===== src/hw/lcd_pkg.sv =====
// ----------------------------------------
// Shared types and tables for the RGB LCD driver
// Panel decode, controller states, per-panel timing and pixel-clock divide
// ----------------------------------------
package lcd_pkg;

    // Supported panels
    typedef enum logic [2:0] {
        PANEL_4342,
        PANEL_7084,
        PANEL_7016,
        PANEL_1018,
        PANEL_4384
    } panel_e;

    // Startup controller states
    typedef enum logic [1:0] {
        ST_SETTLE,
        ST_SAMPLE,
        ST_PANEL_RST,
        ST_RUN
    } ctrl_state_e;

    // Clocks from reset release to strap sampling
    localparam logic [31:0] ID_SETTLE_CYCLES = 32'd16;
    // Clocks of panel reset after the sample
    localparam logic [31:0] PANEL_RST_CYCLES = 32'd64;

    // Strap pin positions on the colour bus, code MSB first
    localparam int STRAP_BITS [0:2] = '{4, 10, 15};

    // ----------------------------------------
    // Strap decode
    // ----------------------------------------

    // Code bit 2 from bus bit 4, bit 0 from bus bit 15
    function automatic logic [2:0] strap_code(logic [15:0] bus);
        return {bus[STRAP_BITS[0]], bus[STRAP_BITS[1]], bus[STRAP_BITS[2]]};
    endfunction

    function automatic panel_e panel_from_code(logic [2:0] code);
        case (code)
            3'd1:    return PANEL_7084;
            3'd2:    return PANEL_7016;
            3'd4:    return PANEL_4384;
            3'd5:    return PANEL_1018;
            // Unlisted codes fall back to the small panel
            default: return PANEL_4342;
        endcase
    endfunction

    // 16-bit ID reported for each panel
    function automatic logic [15:0] panel_id(panel_e p);
        case (p)
            PANEL_7084: return 16'h7084;
            PANEL_7016: return 16'h7016;
            PANEL_1018: return 16'h1018;
            PANEL_4384: return 16'h4384;
            default:    return 16'h4342;
        endcase
    endfunction

    // ----------------------------------------
    // Timing and divider tables
    // ----------------------------------------

    typedef struct packed {
        logic [10:0] h_sync;
        logic [10:0] h_bp;
        logic [10:0] h_act;
        logic [10:0] h_fp;
        logic [10:0] h_total;
        logic [10:0] v_sync;
        logic [10:0] v_bp;
        logic [10:0] v_act;
        logic [10:0] v_fp;
        logic [10:0] v_total;
    } panel_timing_t;

    // Builds one table entry, totals are the sum of the four phases
    function automatic panel_timing_t mk_timing(int hs, int hb, int ha, int hf,
                                                int vs, int vb, int va, int vf);
        panel_timing_t t;
        t.h_sync  = 11'(hs);
        t.h_bp    = 11'(hb);
        t.h_act   = 11'(ha);
        t.h_fp    = 11'(hf);
        t.h_total = 11'(hs + hb + ha + hf);
        t.v_sync  = 11'(vs);
        t.v_bp    = 11'(vb);
        t.v_act   = 11'(va);
        t.v_fp    = 11'(vf);
        t.v_total = 11'(vs + vb + va + vf);
        return t;
    endfunction

    function automatic panel_timing_t panel_timing(panel_e p);
        case (p)
            PANEL_7084: return mk_timing(128, 88, 800, 40, 2, 33, 480, 10);
            PANEL_7016: return mk_timing(20, 140, 1024, 160, 3, 20, 600, 12);
            PANEL_1018: return mk_timing(10, 80, 1280, 70, 3, 10, 800, 10);
            PANEL_4384: return mk_timing(128, 88, 800, 40, 2, 33, 480, 10);
            // 4.3 inch 480x272
            default:    return mk_timing(41, 2, 480, 2, 10, 2, 272, 4);
        endcase
    endfunction

    // Pixel clock divide ratio, never below 2
    function automatic logic [3:0] panel_div(panel_e p);
        case (p)
            PANEL_4342: return 4'd4;
            default:    return 4'd2;
        endcase
    endfunction

endpackage


===== src/hw/lcd_ctrl.sv =====
// ----------------------------------------
// Startup sequencer for the LCD panel
// Strap sampling, panel reset, then video and backlight on
// ----------------------------------------
`timescale 1ns/1ps

module lcd_ctrl (
    input  logic clk,
    input  logic rst_n,
    output logic sample_id,
    output logic run,
    output logic lcd_rst,
    output logic lcd_bl
);

    lcd_pkg::ctrl_state_e state;
    // Shared wait counter, settle first and then panel reset
    logic [31:0]          wait_cnt;

    // ----------------------------------------
    // State machine
    // ----------------------------------------
    always_ff @(posedge clk or negedge rst_n) begin
        if (!rst_n) begin
            state    <= lcd_pkg::ST_SETTLE;
            wait_cnt <= lcd_pkg::ID_SETTLE_CYCLES - 32'd1;
        end else begin
            case (state)
                lcd_pkg::ST_SETTLE: begin
                    // Bus released, let the straps settle
                    if (wait_cnt == 32'd0) begin
                        state    <= lcd_pkg::ST_SAMPLE;
                        wait_cnt <= lcd_pkg::PANEL_RST_CYCLES - 32'd1;
                    end else begin
                        wait_cnt <= wait_cnt - 32'd1;
                    end
                end
                lcd_pkg::ST_SAMPLE: begin
                    // Single sample cycle counts towards the reset wait
                    state    <= lcd_pkg::ST_PANEL_RST;
                    wait_cnt <= wait_cnt - 32'd1;
                end
                lcd_pkg::ST_PANEL_RST: begin
                    if (wait_cnt == 32'd0) begin
                        state <= lcd_pkg::ST_RUN;
                    end else begin
                        wait_cnt <= wait_cnt - 32'd1;
                    end
                end
                default: begin
                    // Stays in run until the next reset
                    state <= lcd_pkg::ST_RUN;
                end
            endcase
        end
    end

    // ----------------------------------------
    // Outputs decoded from state
    // ----------------------------------------
    assign sample_id = (state == lcd_pkg::ST_SAMPLE);
    assign run       = (state == lcd_pkg::ST_RUN);
    // Panel leaves reset together with video start
    assign lcd_rst   = run;
    assign lcd_bl    = run;

endmodule


===== src/hw/lcd_id_reader.sv =====
// ----------------------------------------
// Panel strap reader
// Samples the strap pins once and holds panel type and ID
// ----------------------------------------
`timescale 1ns/1ps

module lcd_id_reader (
    input  logic            clk,
    input  logic            rst_n,
    input  logic            sample_id,
    input  logic [15:0]     lcd_rgb_in,
    output lcd_pkg::panel_e panel,
    output logic [15:0]     id_lcd
);

    logic [2:0]      code;
    lcd_pkg::panel_e panel_dec;

    // Decode straps straight off the bus
    assign code      = lcd_pkg::strap_code(lcd_rgb_in);
    assign panel_dec = lcd_pkg::panel_from_code(code);

    // ----------------------------------------
    // Capture on the sample pulse only
    // ----------------------------------------
    always_ff @(posedge clk or negedge rst_n) begin
        if (!rst_n) begin
            // Small panel and no ID until sampled
            panel  <= lcd_pkg::PANEL_4342;
            id_lcd <= 16'h0000;
        end else if (sample_id) begin
            panel  <= panel_dec;
            id_lcd <= lcd_pkg::panel_id(panel_dec);
        end
    end

endmodule


===== src/hw/lcd_pclk_gen.sv =====
// ----------------------------------------
// Pixel clock generator
// Per-panel divide of clk into an enable strobe and the pclk pin
// ----------------------------------------
`timescale 1ns/1ps

module lcd_pclk_gen (
    input  logic            clk,
    input  logic            rst_n,
    input  logic            run,
    input  lcd_pkg::panel_e panel,
    output logic            pclk_en,
    output logic            lcd_pclk
);

    logic [3:0] div;
    logic [3:0] div_cnt;

    assign div = lcd_pkg::panel_div(panel);

    always_ff @(posedge clk or negedge rst_n) begin
        if (!rst_n) begin
            div_cnt  <= 4'd0;
            pclk_en  <= 1'b0;
            lcd_pclk <= 1'b0;
        end else if (!run) begin
            // Idle until video starts
            div_cnt  <= 4'd0;
            pclk_en  <= 1'b0;
            lcd_pclk <= 1'b0;
        end else begin
            // Strobe at count zero, one clk after run
            pclk_en  <= (div_cnt == 4'd0);
            // High for the first half period, rounded down
            lcd_pclk <= (div_cnt < (div >> 1));
            if (div_cnt == div - 4'd1) begin
                div_cnt <= 4'd0;
            end else begin
                div_cnt <= div_cnt + 4'd1;
            end
        end
    end

endmodule


===== src/hw/lcd_timing.sv =====
// ----------------------------------------
// Sync and blanking generator
// Line and frame counters advanced by the pixel clock enable
// ----------------------------------------
`timescale 1ns/1ps

module lcd_timing #(
    parameter int POS_W = 11
) (
    input  logic             clk,
    input  logic             rst_n,
    input  logic             run,
    input  logic             pclk_en,
    input  lcd_pkg::panel_e  panel,
    output logic             lcd_hs,
    output logic             lcd_vs,
    output logic             lcd_de,
    output logic             data_req,
    output logic [POS_W-1:0] pixel_xpos,
    output logic [POS_W-1:0] pixel_ypos
);

    lcd_pkg::panel_timing_t tm;

    // Table values at counter width
    logic [POS_W-1:0] h_total;
    logic [POS_W-1:0] h_sync;
    logic [POS_W-1:0] h_start;
    logic [POS_W-1:0] h_end;
    logic [POS_W-1:0] v_total;
    logic [POS_W-1:0] v_sync;
    logic [POS_W-1:0] v_start;
    logic [POS_W-1:0] v_end;

    logic [POS_W-1:0] h_cnt;
    logic [POS_W-1:0] v_cnt;
    logic             adv;
    logic             h_last;
    logic             v_last;
    logic             h_act;
    logic             h_req;
    logic             v_act;

    assign tm      = lcd_pkg::panel_timing(panel);
    assign h_total = POS_W'(tm.h_total);
    assign h_sync  = POS_W'(tm.h_sync);
    // Active window starts after sync plus back porch
    assign h_start = POS_W'(tm.h_sync + tm.h_bp);
    assign h_end   = h_start + POS_W'(tm.h_act);
    assign v_total = POS_W'(tm.v_total);
    assign v_sync  = POS_W'(tm.v_sync);
    assign v_start = POS_W'(tm.v_sync + tm.v_bp);
    assign v_end   = v_start + POS_W'(tm.v_act);

    assign adv    = run && pclk_en;
    assign h_last = (h_cnt == h_total - 1'b1);
    assign v_last = (v_cnt == v_total - 1'b1);
    assign h_act  = (h_cnt >= h_start) && (h_cnt < h_end);
    // Request window leads the active window by one pixel
    assign h_req  = (h_cnt >= h_start - 1'b1) && (h_cnt < h_end - 1'b1);
    assign v_act  = (v_cnt >= v_start) && (v_cnt < v_end);

    // ----------------------------------------
    // Line and frame counters
    // ----------------------------------------
    always_ff @(posedge clk or negedge rst_n) begin
        if (!rst_n) begin
            h_cnt <= '0;
            v_cnt <= '0;
        end else if (adv) begin
            if (h_last) begin
                h_cnt <= '0;
                // Frame wraps on the last pixel of the last line
                if (v_last) begin
                    v_cnt <= '0;
                end else begin
                    v_cnt <= v_cnt + 1'b1;
                end
            end else begin
                h_cnt <= h_cnt + 1'b1;
            end
        end
    end

    // ----------------------------------------
    // Registered sync, enable and request
    // ----------------------------------------
    always_ff @(posedge clk or negedge rst_n) begin
        if (!rst_n) begin
            lcd_hs     <= 1'b1;
            lcd_vs     <= 1'b1;
            lcd_de     <= 1'b0;
            data_req   <= 1'b0;
            pixel_xpos <= '0;
            pixel_ypos <= '0;
        end else if (adv) begin
            // Syncs active low
            lcd_hs   <= (h_cnt >= h_sync);
            lcd_vs   <= (v_cnt >= v_sync);
            lcd_de   <= h_act && v_act;
            data_req <= h_req && v_act;
            // Positions only valid with the request
            if (h_req && v_act) begin
                pixel_xpos <= h_cnt - (h_start - 1'b1);
                pixel_ypos <= v_cnt - v_start;
            end else begin
                pixel_xpos <= '0;
                pixel_ypos <= '0;
            end
        end
    end

endmodule


===== src/hw/lcd_pixel_path.sv =====
// ----------------------------------------
// Pixel path to the colour bus
// Pre-processing tap out, post-processed pixel registered onto the pins
// ----------------------------------------
`timescale 1ns/1ps

module lcd_pixel_path #(
    parameter int PIXEL_W = 16
) (
    input  logic               clk,
    input  logic               rst_n,
    input  logic               run,
    input  logic               pclk_en,
    input  logic               lcd_de,
    input  logic [PIXEL_W-1:0] pixel_data,
    input  logic [PIXEL_W-1:0] post_rgb,
    input  logic               post_de,
    output logic [PIXEL_W-1:0] pre_rgb,
    output logic [PIXEL_W-1:0] lcd_rgb_out,
    output logic               lcd_rgb_oe
);

    // Tap towards the user processing
    assign pre_rgb = lcd_de ? pixel_data : '0;

    // Pixel register, blanked outside post_de
    always_ff @(posedge clk) begin
        if (pclk_en) begin
            lcd_rgb_out <= post_de ? post_rgb : '0;
        end
    end

    // ----------------------------------------
    // Bus direction
    // ----------------------------------------
    always_ff @(posedge clk or negedge rst_n) begin
        if (!rst_n) begin
            lcd_rgb_oe <= 1'b0;
        end else if (!run) begin
            // Released while the straps are read
            lcd_rgb_oe <= 1'b0;
        end else if (pclk_en) begin
            lcd_rgb_oe <= post_de;
        end
    end

endmodule


===== src/hw/lcd.sv =====
// ----------------------------------------
// RGB LCD driver top level
// Startup control plus ID, pixel clock, timing and pixel path
// ----------------------------------------
`timescale 1ns/1ps

module lcd #(
    parameter int PIXEL_W = 16,
    parameter int POS_W   = 11
) (
    input  logic               clk,
    input  logic               rst_n,
    // Panel pins
    input  logic [15:0]        lcd_rgb_in,
    output logic               lcd_hs,
    output logic               lcd_vs,
    output logic               lcd_de,
    output logic               lcd_bl,
    output logic               lcd_rst,
    output logic               lcd_pclk,
    output logic [PIXEL_W-1:0] lcd_rgb_out,
    output logic               lcd_rgb_oe,
    output logic [15:0]        id_lcd,
    // User side
    input  logic [PIXEL_W-1:0] pixel_data,
    output logic [PIXEL_W-1:0] pre_rgb,
    input  logic [PIXEL_W-1:0] post_rgb,
    input  logic               post_de,
    output logic               data_req,
    output logic [POS_W-1:0]   pixel_xpos,
    output logic [POS_W-1:0]   pixel_ypos
);

    logic            sample_id;
    logic            run;
    logic            pclk_en;
    lcd_pkg::panel_e panel;

    // Startup sequence
    lcd_ctrl u_lcd_ctrl (
        .clk       (clk),
        .rst_n     (rst_n),
        .sample_id (sample_id),
        .run       (run),
        .lcd_rst   (lcd_rst),
        .lcd_bl    (lcd_bl)
    );

    // Strap pins to panel type
    lcd_id_reader u_lcd_id_reader (
        .clk        (clk),
        .rst_n      (rst_n),
        .sample_id  (sample_id),
        .lcd_rgb_in (lcd_rgb_in),
        .panel      (panel),
        .id_lcd     (id_lcd)
    );

    lcd_pclk_gen u_lcd_pclk_gen (
        .clk      (clk),
        .rst_n    (rst_n),
        .run      (run),
        .panel    (panel),
        .pclk_en  (pclk_en),
        .lcd_pclk (lcd_pclk)
    );

    lcd_timing #(
        .POS_W (POS_W)
    ) u_lcd_timing (
        .clk        (clk),
        .rst_n      (rst_n),
        .run        (run),
        .pclk_en    (pclk_en),
        .panel      (panel),
        .lcd_hs     (lcd_hs),
        .lcd_vs     (lcd_vs),
        .lcd_de     (lcd_de),
        .data_req   (data_req),
        .pixel_xpos (pixel_xpos),
        .pixel_ypos (pixel_ypos)
    );

    lcd_pixel_path #(
        .PIXEL_W (PIXEL_W)
    ) u_lcd_pixel_path (
        .clk         (clk),
        .rst_n       (rst_n),
        .run         (run),
        .pclk_en     (pclk_en),
        .lcd_de      (lcd_de),
        .pixel_data  (pixel_data),
        .post_rgb    (post_rgb),
        .post_de     (post_de),
        .pre_rgb     (pre_rgb),
        .lcd_rgb_out (lcd_rgb_out),
        .lcd_rgb_oe  (lcd_rgb_oe)
    );

endmodule


===== config.mk =====
export PLATFORM = sky130hd
export DESIGN_NAME = lcd
export DESIGN_NICKNAME = d
export VERILOG_FILES = /design/src/hw/lcd_pkg.sv /design/src/hw/lcd_ctrl.sv /design/src/hw/lcd_id_reader.sv /design/src/hw/lcd_pclk_gen.sv /design/src/hw/lcd_timing.sv /design/src/hw/lcd_pixel_path.sv /design/src/hw/lcd.sv
export SDC_FILE = /design/constraint.sdc
export NUM_CORES = 1
export LEC_CHECK = 0
export BUFFER_PORTS_ARGS = -buffer_cell sky130_fd_sc_hd__buf_2
export CELL_PAD_IN_SITES_DETAIL_PLACEMENT = 0
export CELL_PAD_IN_SITES_GLOBAL_PLACEMENT = 2
export CORE_MARGIN = 8
export CORE_UTILIZATION = 33
export DETAILED_ROUTE_END_ITERATION = 10
export GPL_ROUTABILITY_DRIVEN = 0
export PLACE_DENSITY = 0.87
export SLEW_MARGIN = 0
export SYNTH_ARGS = -nofsm -noshare
export SYNTH_HDL_FRONTEND = slang
export SYNTH_HIERARCHICAL = 1
export SYNTH_SLANG_ARGS = --single-unit

===== constraint.sdc =====
create_clock -name clk -period 5.2 [get_ports clk]
set_input_delay 0.52 -clock clk [delete_from_list [all_inputs] [get_ports clk]]
set_output_delay 0.52 -clock clk [all_outputs]
set_load 0.01 [all_outputs]

==> Word-level counts from Yosys, hierarchy flattened <==
Index checks and enable logic that the tools add are counted.
W data, S select, Z words.
{ "word_totals": {"out_inout_bits": 78, "input_bits": 51, "regBits": 124} }
{ "classes": {"n_reduce_logical": 15, "add_sub_neg": 15, "n_mux": 21, "eq_ne": 22, "n_lt_le_gt_ge": 9} }
{ "ops": {"columns": ["operator", "n"], "rows": [
  ["$pmux W107 S3", 1],
  ["$pmux W32 S3", 1],
  ["$mux W32", 2],
  ["$pmux W15 S4", 1],
  ["$ge A11 B11 Y1", 4],
  ["$mux W11", 4],
  ["$sub A11 B1 Y11 const B", 4],
  ["$add A11 B11 Y11", 3],
  ["$lt A11 B11 Y1", 3],
  ["$logic_not A32 Y1", 1],
  ["$sub A32 B1 Y32 const B", 1],
  ["$add A11 B1 Y11 const B", 2],
  ["$eq A11 B11 Y1", 2],
  ["$sub A11 B11 Y11", 2],
  ["$mux W16", 1],
  ["$eq A3 B2 Y1 const B", 5],
  ["$eq A3 B3 Y1 const B", 4],
  ["$pmux W3 S4", 1],
  ["$add A8 B11 Y11", 1],
  ["$ge A11 B8 Y1", 1],
  ["$eq A3 B1 Y1 const B", 3],
  ["$mux W4", 2],
  ["$logic_and A1 B1 Y1", 6],
  ["$pmux W2 S3", 1],
  ["other kinds (17)", 26]
]} }

==> Longest topological paths before layout <==
Gate-level depths: netlist of run 1.
{ "logic_depth": {"ltp_word": 10, "mapped_depth": 26, "mapped_depth_nobuf": 23} }

==> Cells and area by module <==
Netlist of run 1, hierarchy kept.
{ "by_module_without_submodules": {"columns": ["module", "cells_per_inst", "area_each_um2", "seq_area_each_um2", "instances"], "rows": [
  ["lcd_timing", 590, 5031.1, 1203.7, 1],
  ["lcd_ctrl", 217, 2064.5, 855.8, 1],
  ["lcd_pixel_path", 53, 757.0, 505.5, 1],
  ["lcd_id_reader", 57, 618.1, 325.3, 1],
  ["lcd_pclk_gen", 26, 304.0, 150.1, 1]
]} }

==> Least setup slack after synthesis of run 1 <==
OpenSTA, ideal clock, no wires.
{ "synth_path": {"kind": "reg2reg", "startpoint": "reg u_lcd_id_reader.panel[0]", "endpoint": "reg u_lcd_timing.pixel_xpos[6]", "path_stages_with_launch": 24, "required_time_ps": 5096, "setup_slack_ps": -318, "t_arrival_ps": 5415, "setup_ps": 104, "period_less_slack_ps": 5518, "path_cell_list": "dfrtp_1 -> buf_2 -> or3b_4 -> or2b_1 -> inv_1 -> ha_1 -> or4b_1 -> buf_2 -> fa_1 -> o21bai_1 -> a41o_1 -> ha_1 -> o21ai_0 -> a21oi_1 -> a311oi_1 -> o21a_1 -> nor2_1 -> ha_1 -> a22oi_1 -> nand3_1 -> a31oi_1 -> o32ai_4 -> buf_6 -> o41ai_2"} }
{ "synth_between": {"elab_chain_len": 10} }
{ "synth_lines": {"columns": ["item", "line_no", "text"], "rows": [
  ["from (decl)", "lcd_id_reader.sv:12", "output lcd_pkg::panel_e panel,"],
  ["from (signal assigned)", "lcd_id_reader.sv:29", "panel <= lcd_pkg::PANEL_4342;"],
  ["from (signal assigned)", "lcd_id_reader.sv:32", "panel <= panel_dec;"],
  ["$eq A3 B1 Y1 or $eq A3 B3 Y1 (tied branches)", "lcd_pkg.sv:98", "case (p)"],
  ["$reduce_or A2 Y1 (no source line)", null, null],
  ["$pmux W107 S3 (*)", "lcd_pkg.sv:98", null],
  ["$add A8 B11 Y11", "lcd_timing.sv:48", "assign h_start = POS_W'(tm.h_sync + tm.h_bp);"],
  ["$add A11 B11 Y11", "lcd_timing.sv:49", "assign h_end = h_start + POS_W'(tm.h_act);"],
  ["$sub A11 B1 Y11", "lcd_timing.sv:60", "assign h_req = (h_cnt >= h_start - 1'b1) && (h_cnt < h_end - 1'b1);"],
  ["$lt A11 B11 Y1", "lcd_timing.sv:60", null],
  ["$logic_and A1 B1 Y1", "lcd_timing.sv:60", null],
  ["$logic_and A1 B1 Y1", "lcd_timing.sv:103", "if (h_req && v_act) begin"],
  ["$mux W11 (*)", "lcd_timing.sv:103", null],
  ["to (signal assigned)", "lcd_timing.sv:104", "pixel_xpos <= h_cnt - (h_start - 1'b1);"],
  ["to (decl)", "lcd_timing.sv:19", "output logic [POS_W-1:0] pixel_xpos,"]
]} }
Every way passes the cells marked *; elsewhere a longest branch is shown, timed or not.
A chain may end at the register's enable or synchronous reset.

==> Worst setup path after layout of run 1 <==
{ "layout_path": {"startpoint": "reg u_lcd_id_reader.panel[1]", "endpoint": "reg u_lcd_timing.pixel_xpos[6]"} }
Same word-level chain as after synthesis.

==> results of run 1 <==
-- flip-flops by register name (all words and copies together), names as in the netlist --
register,count
u_lcd_ctrl/wait_cnt,32
u_lcd_pixel_path/lcd_rgb_out,16
u_lcd_timing/h_cnt,11
u_lcd_timing/pixel_xpos,11
u_lcd_timing/pixel_ypos,11
u_lcd_timing/v_cnt,11
u_lcd_id_reader/id_lcd,10
u_lcd_pclk_gen/div_cnt,4
u_lcd_id_reader/panel,3
u_lcd_ctrl/state,2
u_lcd_pclk_gen/lcd_pclk,1
u_lcd_pclk_gen/pclk_en,1
u_lcd_pixel_path/lcd_rgb_oe,1
u_lcd_timing/data_req,1
u_lcd_timing/lcd_de,1
u_lcd_timing/lcd_hs,1
u_lcd_timing/lcd_vs,1
-- routing by layer --
| layer | up-vias | wire (um) |
|---|---|---|
| met4 | 0 | 378 |
| met2 | 157 | 11900 |
| met3 | 22 | 1100 |
| met1 | 3676 | 11000 |
| met5 | - | 0 |
| li1 | 3731 | - |
-- cell type report --
cell class / instances / area (um2) / area share
multi-input combinational: 742 / 5560 / 0.513
sequential: 118 / 3040 / 0.280
timing repair buffer: 168 / 1030 / 0.0949
clock buffer: 20 / 489 / 0.0451
tap: 335 / 419 / 0.0387
inverter: 44 / 165 / 0.0152
clock inverter: 12 / 138 / 0.0127
-- critical path: cells and delay by family, from the launching register on --
kind,cells,cell delay [ns]
AOI/OAI and AO/OA,8,1.72
and+or+nand+nor,6,1.58
adders and majority gates,4,0.96
DFF,1,0.37
buffers and inverters,2,0.24
xor gates and xnor gates,1,0.16
-- Yosys cell counts, drive strengths merged (10+ instances only) --
cell    number
nor2b       12
nand3       36
inv         44
nor2        80
o31ai       22
xnor2       29
nor4        17
mux2        10
or3         18
clkbuf      12
and3        11
ha          79
nand2       63
o41ai       11
nand4       15
nand2b      20
dfrtp       96
nor3        33
xor2        29
buf         34
and2        36
o21a        10
a21oi       37
edfxtp      16
o21ai       45
or4         16
-- repair_timing --
item,CTS,global route
setup buffers,2,14
gates resized for setup,0,41
gates cloned,0,1
pin swaps,2,19
endpoints found under the setup margin,9,23
hold buffers,0,0
-- logic make-up (layout without fill, tap and decap cells) --
family / Yosys count / count (layout) / share of synthesized area
AND/OR/NAND/NOR: 393 / 393 / 0.253
AO/OA/AOI/OAI: 185 / 186 / 0.152
multiplexers: 14 / 14 / 0.0183
XOR/XNOR: 58 / 58 / 0.0579
other: 3 / 9 / 0.00128
buffers and inverters: 90 / 244 / 0.0513
flip-flops: 118 / 118 / 0.346
adder cells (fa/ha/maj): 82 / 82 / 0.119
-- final timing paths --
kind	endpoint	depth (start not counted)	startpoint	slack [ns]
worst max-delay path	u_lcd_timing/pixel_xpos[6]$_DFFE_PN0P_	21	u_lcd_id_reader/panel[1]$_DFFE_PN0P_	0.07
worst min register to register	u_lcd_timing/pixel_xpos[5]$_DFFE_PN0P_	2	u_lcd_timing/pixel_xpos[5]$_DFFE_PN0P_	0.48
worst max register to register	u_lcd_timing/pixel_xpos[6]$_DFFE_PN0P_	21	u_lcd_id_reader/panel[1]$_DFFE_PN0P_	0.07
max in group asynchronous	u_lcd_pclk_gen/div_cnt[1]$_DFF_PN0_	2	rst_n	3.91
min in group clk	u_lcd_pixel_path/lcd_rgb_out[8]$_SDFFCE_PN0P_	2	post_rgb[8]	0.40
worst min-delay path	u_lcd_timing/pixel_xpos[2]$_DFFE_PN0P_	1	rst_n	0.11
-- power groups by stage --
stage	Combinational, mW	Clock [mW]	Sequential (mW)
final	0.513	1.23	0.947
after CTS	0.452	1.26	0.946
after detailed placement	0.451	0	0.963
after global placement	0.445	0	0.963
after floorplan	0.294	0	0.966
after global routing	0.568	1.30	0.947
-- through the flow --
step / area (um2) / setup TNS, ns / instances / total power, mW
after floorplan: 8840 / 0 / 949 / 1.26
after global placement: 9850 / 0 / 1390 / 1.41
after detailed placement: 9850 / -0.0425 / 1390 / 1.41
after CTS: 10500 / 0 / 1424 / 2.66
after global routing: 10800 / -0.842 / 1439 / 2.81
final: 10800 / 0 / 1439 / 2.69
==> summary.md, run 1 <==
| Metric | Value |
|---|---|
| WL/cell | 17.0 um |
| Final cycle utilization of the critical path | 0.987 |
| Max H-tree Level | 4 |
| Vias after detailed routing | 7586 |
| Die height | 179 um |
| Filler cell count | 2596 |
| Post-synth top area cell | dfrtp_1 |
| Largest net degree at the start of global routing | 57 |
| # IOs | 129 |
| CTS Sinks | 118 |
| Synth top area cells | dfrtp_1 27%, ha_1 11%, edfxtp_1 5.5% |
| DRT iter0 DRCs | 431 |
| Crit start category | register |
| Die area | 0.0321 mm2 |
| First-pass GRT wire length | 38.4 mm |
| Vias in the first global route | 7239 |
| Worst Slack Setup Final | 0.0680 ns |
| Post-Syn Area | 0.00877 mm2 |
| Crit path DAT | 5.46 ns |
| Commonest non-fill, non-tap cells in the layout | 109 x buf_2, 96 x dfrtp_1, 77 x nor2_1, 72 x ha_1, 63 x nand2_1 |
| Status | finished clean |
| Grt met1 use | 0.190 |
| Commonest non-fill, non-tap cell in the layout | buf_2 |
| Cells along the critical path | or3b_4 -> or2b_4 -> inv_2 -> ha_4 -> or4b_4 -> fa_2 -> o21bai_1 -> a41o_1 -> ha_4 -> o21ai_2 -> a21oi_2 -> a311oi_4 -> nor3_4 -> xor2_1 -> ha_2 -> nor4_4 -> nand3_2 -> a31oi_4 -> o32ai_4 -> buf_4 -> o41ai_2 |
| Clock tree buffer depth | 2 |
| Max-cap violations | 0 |
| Syn Inst Count | 943 |
| Final Hold Fails | 0 |
| Busiest grt layer | met2 |
| ANT cells | 0 |
| Max-slew violation count | 0 |
| Psw | 0.735 mW |
| Leakage | 5.09 nW |
| Kind of critical path | register to register |
| Post-placement setup slack | -0.0251 ns |
| Initial Util | 0.337 |
| Final min period | 5.13 ns |
| Clk root buf | clkbuf_16 |
| Grt total ovfl | 0 |
| Crit path max-delay cell type | or4b_4 |
| Clk_skew | 0.0152 ns |
| Final Setup Violations | 0 |
| Commonest register cell after synthesis | dfrtp_1 |
| Number of synthesized register bits | 118 |
| Initial antenna violation count | 0 |
| Met2 Use GR | 0.254 |
| Mean Syn Cell Area | 9.31 um2 |
| Clock share of power | 0.458 |
| Async SR Flop Fraction | 0.864 |
| Hold slack | 0.108 ns |
| DRC errors left | 0 |
| Row count | 59 |
| Synth-to-layout area growth | 23.6% |
| Die width | 179 um |
| RSZ-0062 raised after global routing | yes |
| Combinational fraction of design power | 0.191 |
| Pre-antenna DRT Iters | 5 |
| Insertion delay to the later sink of the worst-skew pair | 0.42 ns |
| Crit path required time | 5.53 ns |
| Vias per cell | 5.27 |
| Sequential share of power | 0.352 |
| Power Internal | 1.96 mW |
| CTS Buf Count | 17 |
| Total track usage | 0.149 |
| Worst VDD drop | 0.186 mV |
| Post-detail-place hpwl | 17.9 mm |
| Core area | 0.0261 mm2 |
| Critical path endpoint category | register |
| Worst Hold Class | input port to asynchronous set/reset pin |
| Layout cells sized above 1 | 0.264 |
| Total wire length | 24.4 mm |
| Sequential fraction of the synthesis area | 0.346 |
| Maximum net fanout on the critical path | 7 |
| Post-synth cell types | 94 |
| CP peak stage delay | 0.52 ns |
| CP dominant cell by count | ha_4 |
| Measured slew at the worst slew-check pin | 0.889 ns |
| Slew headroom | 0.405 |
| P per Cell Area | 248 mW/mm2 |
| Met3 usage | 0.0257 |
| # port buffers | 110 |
| CTS tree | done |
| Top-area cell type share of the netlist area | 0.274 |
| Number of synthesized flops with an enable pin | 16 |
| Nets | 1224 |
| Peak Freq | 195 MHz |
| DRT antenna net count | 0 |
| Switching Fraction | 0.273 |
| Final Util | 0.416 |
| Ys Warns | 6 |
| Clock Pin Slew Worst Setup and Hold Paths | 0.07 ns |
Note: power is estimated with default switching activity, not from simulation.
==> run 2: changes to the inputs <==
--- a/config.mk
+++ b/config.mk
@@ -5,16 +5,18 @@
 export SDC_FILE = /design/constraint.sdc
 export NUM_CORES = 1
 export LEC_CHECK = 0
+export ABC_AREA = 1
 export BUFFER_PORTS_ARGS = -buffer_cell sky130_fd_sc_hd__buf_2
 export CELL_PAD_IN_SITES_DETAIL_PLACEMENT = 0
 export CELL_PAD_IN_SITES_GLOBAL_PLACEMENT = 2
 export CORE_MARGIN = 8
-export CORE_UTILIZATION = 33
+export CORE_UTILIZATION = 30
 export DETAILED_ROUTE_END_ITERATION = 10
 export GPL_ROUTABILITY_DRIVEN = 0
-export PLACE_DENSITY = 0.87
+export PLACE_DENSITY = 0.86
 export SLEW_MARGIN = 0
 export SYNTH_ARGS = -nofsm -noshare
 export SYNTH_HDL_FRONTEND = slang
 export SYNTH_HIERARCHICAL = 1
 export SYNTH_SLANG_ARGS = --single-unit
+export TNS_END_PERCENT = 1
==> run 2 against run 1 <==
Compared with the run above: worst setup slack improved by 0.33 ns; cell count rose by 28%; global-route usage rose by 0.21 points; maximum frequency rose by 6.9%; clock power barely moved; via count rose by 14%; register-to-register slack improved by 0.33 ns; die area rose by 16%; synthesized area rose by 7.1%; sequential share of layout area fell by 0.13 points; combinational power fell by 7.6%.
==> summary.md, run 2 <==
| Metric | Value |
|---|---|
| Status | finished clean |
| Grt total ovfl | 0 (unchanged) |
| Switching Fraction | 0.309 (+0.0355) |
| Max-cap violations | 0 (unchanged) |
| Layout cells sized above 1 | 0.159 (-0.105) |
| Mean Syn Cell Area | 7.18 um2 (-23%) |
| Maximum net fanout on the critical path | 16 (+9) |
| Clock Pin Slew Worst Setup and Hold Paths | 0.07 ns (about the same) |
| Insertion delay to the later sink of the worst-skew pair | 0.43 ns (about the same) |
| Largest net degree at the start of global routing | 58 (+1.8%) |
| Combinational fraction of design power | 0.179 (-0.012) |
| Die area | 0.0372 mm2 (+16%) |
| CP top delay family | simple AND/OR/NAND/NOR gates |
| P per Cell Area | 243 mW/mm2 (-1.9%) |
| Synth top area cells | dfrtp_1 26%, nand2_1 14%, ha_1 11% |
| Number of placed instances, taps included | 1803 (+30%) |
| Row count | 65 (+10%) |
| Number of synthesized flops with an enable pin | 16 (unchanged) |
| Vias after detailed routing | 8675 (+14%) |
| Syn Inst Count | 1309 (+39%) |
| Final Setup Violations | 0 (unchanged) |
| Power Internal | 1.84 mW (-6.1%) |
| Layout Cells excl Fill | 1835 (+28%) |
| Crit path buf inv count | 5 (+3) |
| Synth-to-layout area growth | 16.1% |
| Commonest non-fill, non-tap cell in the layout | nand2_1 |
| DRC errors left | 0 (unchanged) |
| Final cycle utilization of the critical path | 0.924 (-0.0633) |
| CP peak stage delay | 0.46 ns (-0.06 ns) |
| ANT cells | 0 (unchanged) |
| Crit path DAT | 5.16 ns (-0.30 ns) |
| Design Power | 2.66 mW (-1.3%) |
| Die height | 193 um (+7.8%) |
| Core area | 0.0312 mm2 (+20%) |
| Crit start category | register |
| DRT antenna net count | 0 (unchanged) |
| Filler cell count | 3359 (+29%) |
| Max H-tree Level | 4 (unchanged) |
| DRT iter0 DRCs | 578 (+34%) |
| Post-Syn Area | 0.00940 mm2 (+7.1%) |
| Worst Hold Class | input port to asynchronous set/reset pin |
| Nets | 1553 (+27%) |
| Async SR Flop Fraction | 0.864 (unchanged) |
| Commonest register cell after synthesis | dfrtp_1 |
| CTS tree | done |
| Crit path required time | 5.56 ns (+0.03 ns) |
| Vias in the first global route | 8224 (+14%) |
| Final setup TNS | 0 ns (unchanged) |
| Register name with the most flops | u_lcd_ctrl/wait_cnt |
| Psw | 0.819 mW (+12%) |
| Final min period | 4.80 ns (-0.329 ns) |
| Die width | 193 um (+7.8%) |
| Max reg flops | 32 (unchanged) |
| Total track usage | 0.151 (+0.00215) |
| Crit path max-delay cell type | dfrtp_2 |
| Post-synth top area cell | dfrtp_1 |
| Pre-antenna DRT Iters | 5 (unchanged) |
| Synth cell count leaders | 351 x nand2_1, 162 x inv_1, 143 x nor2_1, 96 x dfrtp_1, 95 x nand3_1 |
| Initial antenna violation count | 0 (unchanged) |
| Clock tree buffer depth | 2 (unchanged) |
| Final Hold Fails | 0 (unchanged) |
| # port buffers | 110 (unchanged) |
| Initial Util | 0.301 (-0.0359) |
| Clock share of power | 0.464 (+0.006) |
| # IOs | 129 (unchanged) |
| Critical path endpoint category | register |
| Ys Warns | 6 (unchanged) |
| Top-area cell type share of the netlist area | 0.256 (-0.0181) |
| Number of synthesized register bits | 118 (unchanged) |
| Clk root buf | clkbuf_16 |
| Leakage | 5.80 nW (+14%) |
| Worst VDD drop | 0.222 mV (+20%) |
| WL/cell | 15.3 um (-9.8%) |
| Peak Freq | 208 MHz (+6.9%) |
| Largest regs | u_lcd_ctrl/wait_cnt (32), u_lcd_pixel_path/lcd_rgb_out (16) |
| RSZ-0062 raised after global routing | no |
| Sequential fraction of the synthesis area | 0.324 (-0.0229) |
| CP dominant cell by count | nand2_1 |
| Total wire length | 28.1 mm (+15%) |
| Hold slack | 0.115 ns (+0.00741 ns) |
| First-pass GRT wire length | 44.3 mm (+16%) |
| Slew headroom | 0.481 (+0.0761) |
| CTS Sinks | 118 (unchanged) |
| Measured slew at the worst slew-check pin | 0.778 ns (-0.111 ns) |
| Hold_buf cts | 0 (unchanged) |
| CTS Buf Count | 17 (unchanged) |
| Vias per cell | 4.73 (-10%) |
| Most common cell in the netlist | nand2_1 |
| Kind of critical path | register to register |
| Post-synth cell types | 45 (-52%) |
| Post-detail-place hpwl | 21.3 mm (+19%) |
| Sequential share of power | 0.357 (+0.005) |
| Commonest non-fill, non-tap cells in the layout | 351 x nand2_1, 162 x inv_1, 143 x nor2_1, 109 x buf_2, 95 x nand3_1 |
| Max-slew violation count | 0 (unchanged) |
| Clk_skew | 0.0120 ns (-0.00317 ns) |
## run 2: cell count changes after synthesis, moves of 23 or more
cell,change
inv_1,+120
nand2_1,+288
o21ai_1,+29
nand3_1,+59
and2_1,-23
nor2_1,+64
## run 2: final timing paths
kind | from | endpoint | slack (ns) | cells after the start
setup / recovery | u_lcd_id_reader/panel[1]$_DFFE_PN0P_ | u_lcd_timing/pixel_ypos[4]$_DFFE_PN0P_ | 0.40 | 28
hold / removal | rst_n | u_lcd_timing/pixel_ypos[2]$_DFFE_PN0P_ | 0.11 | 1
setup reg to reg | u_lcd_id_reader/panel[1]$_DFFE_PN0P_ | u_lcd_timing/pixel_ypos[4]$_DFFE_PN0P_ | 0.40 | 28
hold reg to reg | u_lcd_timing/lcd_hs$_DFFE_PN1P_ | u_lcd_timing/lcd_hs$_DFFE_PN1P_ | 0.47 | 2
max in group asynchronous | rst_n | u_lcd_timing/pixel_xpos[4]$_DFFE_PN0P_ | 3.89 | 2
min in group clk | lcd_rgb_in[4] | u_lcd_id_reader/id_lcd[14]$_DFFE_PN0P_ | 0.33 | 2
## run 2: power by group through the flow
stage	clock, mW	sequential [mW]	combinational (mW)
final	1.23	0.948	0.474
after global routing	1.30	0.949	0.536
after CTS	1.27	0.948	0.475
after detailed placement	0	0.965	0.472
after global placement	0	0.965	0.472
after floorplan	0	0.967	0.337
## run 2: what timing repair did
item / in CTS / in global routing
setup endpoints to repair: 0 / 23
gates resized for setup: 0 / 8
buffers inserted: 0 / 0
## run 2: metrics by stage
step                      setup WS [ns]  instance area [um2]   util
after floorplan                   0.652                 9420      -
after global placement           0.0953                10300  0.330
after detailed placement         0.0767                10300  0.330
after CTS                        0.0570                10900  0.348
after global routing            0.00423                10900  0.349
final                             0.397                10900  0.349
## run 2: layer usage
metal	GRT usage	vias up	share of wire
met2	0.232	230	0.42
met4	0.0488	0	0.021
li1	-	4394	-
met5	0	-	0
met1	0.213	4020	0.51
met3	0.0254	31	0.053
## run 2: cell type report
cell class | instances | area [um2] | share of cell area
flip-flops and latches | 118 | 3040 | 0.279
well taps | 402 | 503 | 0.0461
clock inverters | 15 | 164 | 0.0150
clock buffers | 17 | 425 | 0.0390
repair buffers | 120 | 628 | 0.0576
multi-input cells | 983 | 5470 | 0.501
inverters | 180 | 676 | 0.0619
## run 2: kinds of logic after synthesis
group / synth area share
XOR/XNOR: 0.0615
AND/OR/NAND/NOR: 0.333
adder cells (fa/ha/maj): 0.112
AO/OA/AOI/OAI: 0.0704
flip-flops: 0.324
buffers and inverters: 0.0991
other: 0.00120
==> run 3: changes to the inputs <==
--- a/config.mk
+++ b/config.mk
@@ -13,6 +13,7 @@
 export CORE_UTILIZATION = 30
 export DETAILED_ROUTE_END_ITERATION = 10
 export GPL_ROUTABILITY_DRIVEN = 0
+export MAX_ROUTING_LAYER = met4
 export PLACE_DENSITY = 0.86
 export SLEW_MARGIN = 0
 export SYNTH_ARGS = -nofsm -noshare
==> run 3 against run 2 <==
Compared with the run above: via count hardly changed; register-to-register slack worse by 0.02 ns; clock skew is 0.0032 ns higher; routed wire length is 0.31% lower; non-clock buffer count stayed put; maximum frequency is 0.42% lower; design area stayed put; sequential share of layout area stayed put; first-iteration DRC count is 7.8% lower; worst setup slack worse by 0.020 ns; sequential power hardly changed; critical path depth is 4 higher; largest cell class unchanged.
==> summary.md, run 3 (synthesis gave the netlist of run 2 again) <==
| Metric | Value |
|---|---|
| Largest regs | u_lcd_ctrl/wait_cnt (32), u_lcd_pixel_path/lcd_rgb_out (16) |
| Final Util | 0.349 (unchanged) |
| DRC errors left | 0 (unchanged) |
| Final cycle utilization of the critical path | 0.928 (+0.00391) |
| Max H-tree Level | 4 (unchanged) |
| ANT cells | 0 (unchanged) |
| Sequential share of power | 0.357 (about the same) |
| Busiest grt layer | met2 |
| Crit path required time | 5.55 ns (about the same) |
| Hold slack | 0.109 ns (-0.00639 ns) |
| Clock share of power | 0.464 (about the same) |
| Final setup TNS | 0 ns (unchanged) |
| Commonest non-fill, non-tap cells in the layout | 351 x nand2_1, 162 x inv_1, 143 x nor2_1, 109 x buf_2, 95 x nand3_1 |
| Switching Fraction | 0.309 (about the same) |
| Nets | 1553 (unchanged) |
| Total track usage | 0.155 (+0.00439) |
| CTS Sinks | 118 (unchanged) |
| Vias per cell | 4.73 (about the same) |
| Worst Hold Class | input port to asynchronous set/reset pin |
| Die height | 193 um (unchanged) |
| Layout cells sized above 1 | 0.159 (unchanged) |
| Initial Util | 0.301 (unchanged) |
| Psw | 0.821 mW (+0.14%) |
| Vias in the first global route | 8224 (unchanged) |
| Clk_skew | 0.0152 ns (+0.00316 ns) |
| Slew headroom | 0.470 (-0.0113) |
| Crit path DAT | 5.18 ns (+0.02 ns) |
| Insertion delay to the later sink of the worst-skew pair | 0.43 ns (about the same) |
| Measured slew at the worst slew-check pin | 0.795 ns (+0.0170 ns) |
| Grt total ovfl | 0 (unchanged) |
| Pre-antenna DRT Iters | 5 (unchanged) |
| Met2 Use GR | 0.231 (-0.000273) |
| DRT iter0 DRCs | 533 (-7.8%) |
| DRT antenna net count | 0 (unchanged) |
| Critical path endpoint category | register |
| Worst VDD drop | 0.222 mV (-0.30%) |
| Maximum net fanout on the critical path | 16 (unchanged) |
| Initial antenna violation count | 0 (unchanged) |
| Final Hold Fails | 0 (unchanged) |
| Clock Pin Slew Worst Setup and Hold Paths | 0.07 ns (about the same) |
| Peak Freq | 207 MHz (-0.42%) |
| Met3 usage | 0.0236 (-0.00180) |
| CP dominant cell by count | nand2_1 |
| RSZ-0062 raised after global routing | no |
| Crit start category | register |
| WL/cell | 15.3 um (-0.31%) |
| Combinational fraction of design power | 0.179 (about the same) |
| Storage element area | 0.00304 mm2 (unchanged) |
| Row count | 65 (unchanged) |
| P per Cell Area | 244 mW/mm2 (about the same) |
| Max-cap violations | 0 (unchanged) |
| CTS tree | done |
| Max reg flops | 32 (unchanged) |
| Die area | 0.0372 mm2 (unchanged) |
| Commonest non-fill, non-tap cell in the layout | nand2_1 |
| Synth-to-layout area growth | 16.1% (unchanged) |
| Register name with the most flops | u_lcd_ctrl/wait_cnt |
| Final min period | 4.82 ns (+0.0203 ns) |
| Filler cell count | 3359 (unchanged) |
| Post-detail-place hpwl | 21.3 mm (unchanged) |
| Multi-input gate area | 0.00547 mm2 (unchanged) |
| # IOs | 129 (unchanged) |
| Clk root buf | clkbuf_16 |
| Kind of critical path | register to register |
| Power Internal | 1.84 mW (about the same) |
| First-pass GRT wire length | 44.4 mm (about the same) |
| # port buffers | 110 (unchanged) |
| Leakage | 5.80 nW (unchanged) |
| Largest net degree at the start of global routing | 58 (unchanged) |
| Core area | 0.0312 mm2 (unchanged) |
| Grt met1 use | 0.214 (+0.00143) |
| Post-CTS Setup Inserts | 0 (unchanged) |
| Max-slew violation count | 0 (unchanged) |
| Final Setup Violations | 0 (unchanged) |
| Die width | 193 um (unchanged) |
| Total wire length | 28.0 mm (-0.31%) |
| Crit path max-delay cell type | dfrtp_2 |
| Clock tree buffer depth | 2 (unchanged) |
| CP peak stage delay | 0.46 ns (about the same) |
| Vias after detailed routing | 8683 (+0.092%) |
| CTS Buf Count | 17 (unchanged) |
| Status | finished clean |
-- run 3: cell counts in the layout (fill, tap and decap cells not counted) --
No cell type changed its count.
-- run 3: worst paths after layout --
kind | to | cells past startpoint | startpoint | slack [ns]
setup / recovery | u_lcd_timing/pixel_ypos[4]$_DFFE_PN0P_ | 32 | u_lcd_id_reader/panel[1]$_DFFE_PN0P_ | 0.38
max in group asynchronous | u_lcd_timing/pixel_xpos[4]$_DFFE_PN0P_ | 2 | rst_n | 3.89
hold / removal | u_lcd_timing/pixel_ypos[2]$_DFFE_PN0P_ | 1 | rst_n | 0.11
min in group clk | u_lcd_id_reader/id_lcd[14]$_DFFE_PN0P_ | 2 | lcd_rgb_in[4] | 0.34
setup reg to reg | u_lcd_timing/pixel_ypos[4]$_DFFE_PN0P_ | 32 | u_lcd_id_reader/panel[1]$_DFFE_PN0P_ | 0.38
hold reg to reg | u_lcd_timing/lcd_hs$_DFFE_PN1P_ | 2 | u_lcd_timing/lcd_hs$_DFFE_PN1P_ | 0.47
-- run 3: critical path, delay by kind of cell, from the launching register on --
family | cells | cell delay [ns]
AND/OR/NAND/NOR | 17 | 1.87
XOR/XNOR | 2 | 0.34
AO/OA/AOI/OAI | 1 | 0.14
flip-flops | 1 | 0.46
adder cells (fa/ha/maj) | 5 | 1.26
buffers and inverters | 7 | 0.68
-- run 3: metrics by stage --
step                power (mW)  instance area, um2  instances  worst slack (ns)
floorplan                 1.30                9420       1315             0.652
detailed placement        1.44               10300       1803            0.0767
global placement          1.44               10300       1803            0.0953
global route              2.79               10900       1835           0.00448
finish                    2.66               10900       1835             0.377
CTS                       2.69               10900       1835            0.0570
-- run 3: power groups by stage --
stage	logic, mW	registers [mW]	clock network (mW)
2_1_floorplan	0.337	0.967	0
3_3_place_gp	0.472	0.965	0
3_5_place_dp	0.472	0.965	0
4_1_cts	0.475	0.948	1.27
5_1_grt	0.536	0.949	1.30
6_report	0.475	0.948	1.23
-- run 3: repair_timing --
action | in CTS | in global routing
gates resized for setup | 0 | 8
hold endpoints to repair | 0 | 0
endpoints found under the setup margin | 0 | 23
hold buffers | 0 | 0
-- run 3: layout make-up --
type,instances,share of cell area
timing repair buffer,120,0.0576
inverter,180,0.0619
clock buffer,17,0.0390
sequential,118,0.279
tap,402,0.0461
multi-input combinational,983,0.501
clock inverter,15,0.0150
-- run 3: layer usage --
metal	share of wire	up-vias	wire length [um]
met5	0	-	0
met4	0.022	0	612
met1	0.51	4040	14300
li1	-	4395	-
met3	0.049	35	1360
met2	0.42	213	11700
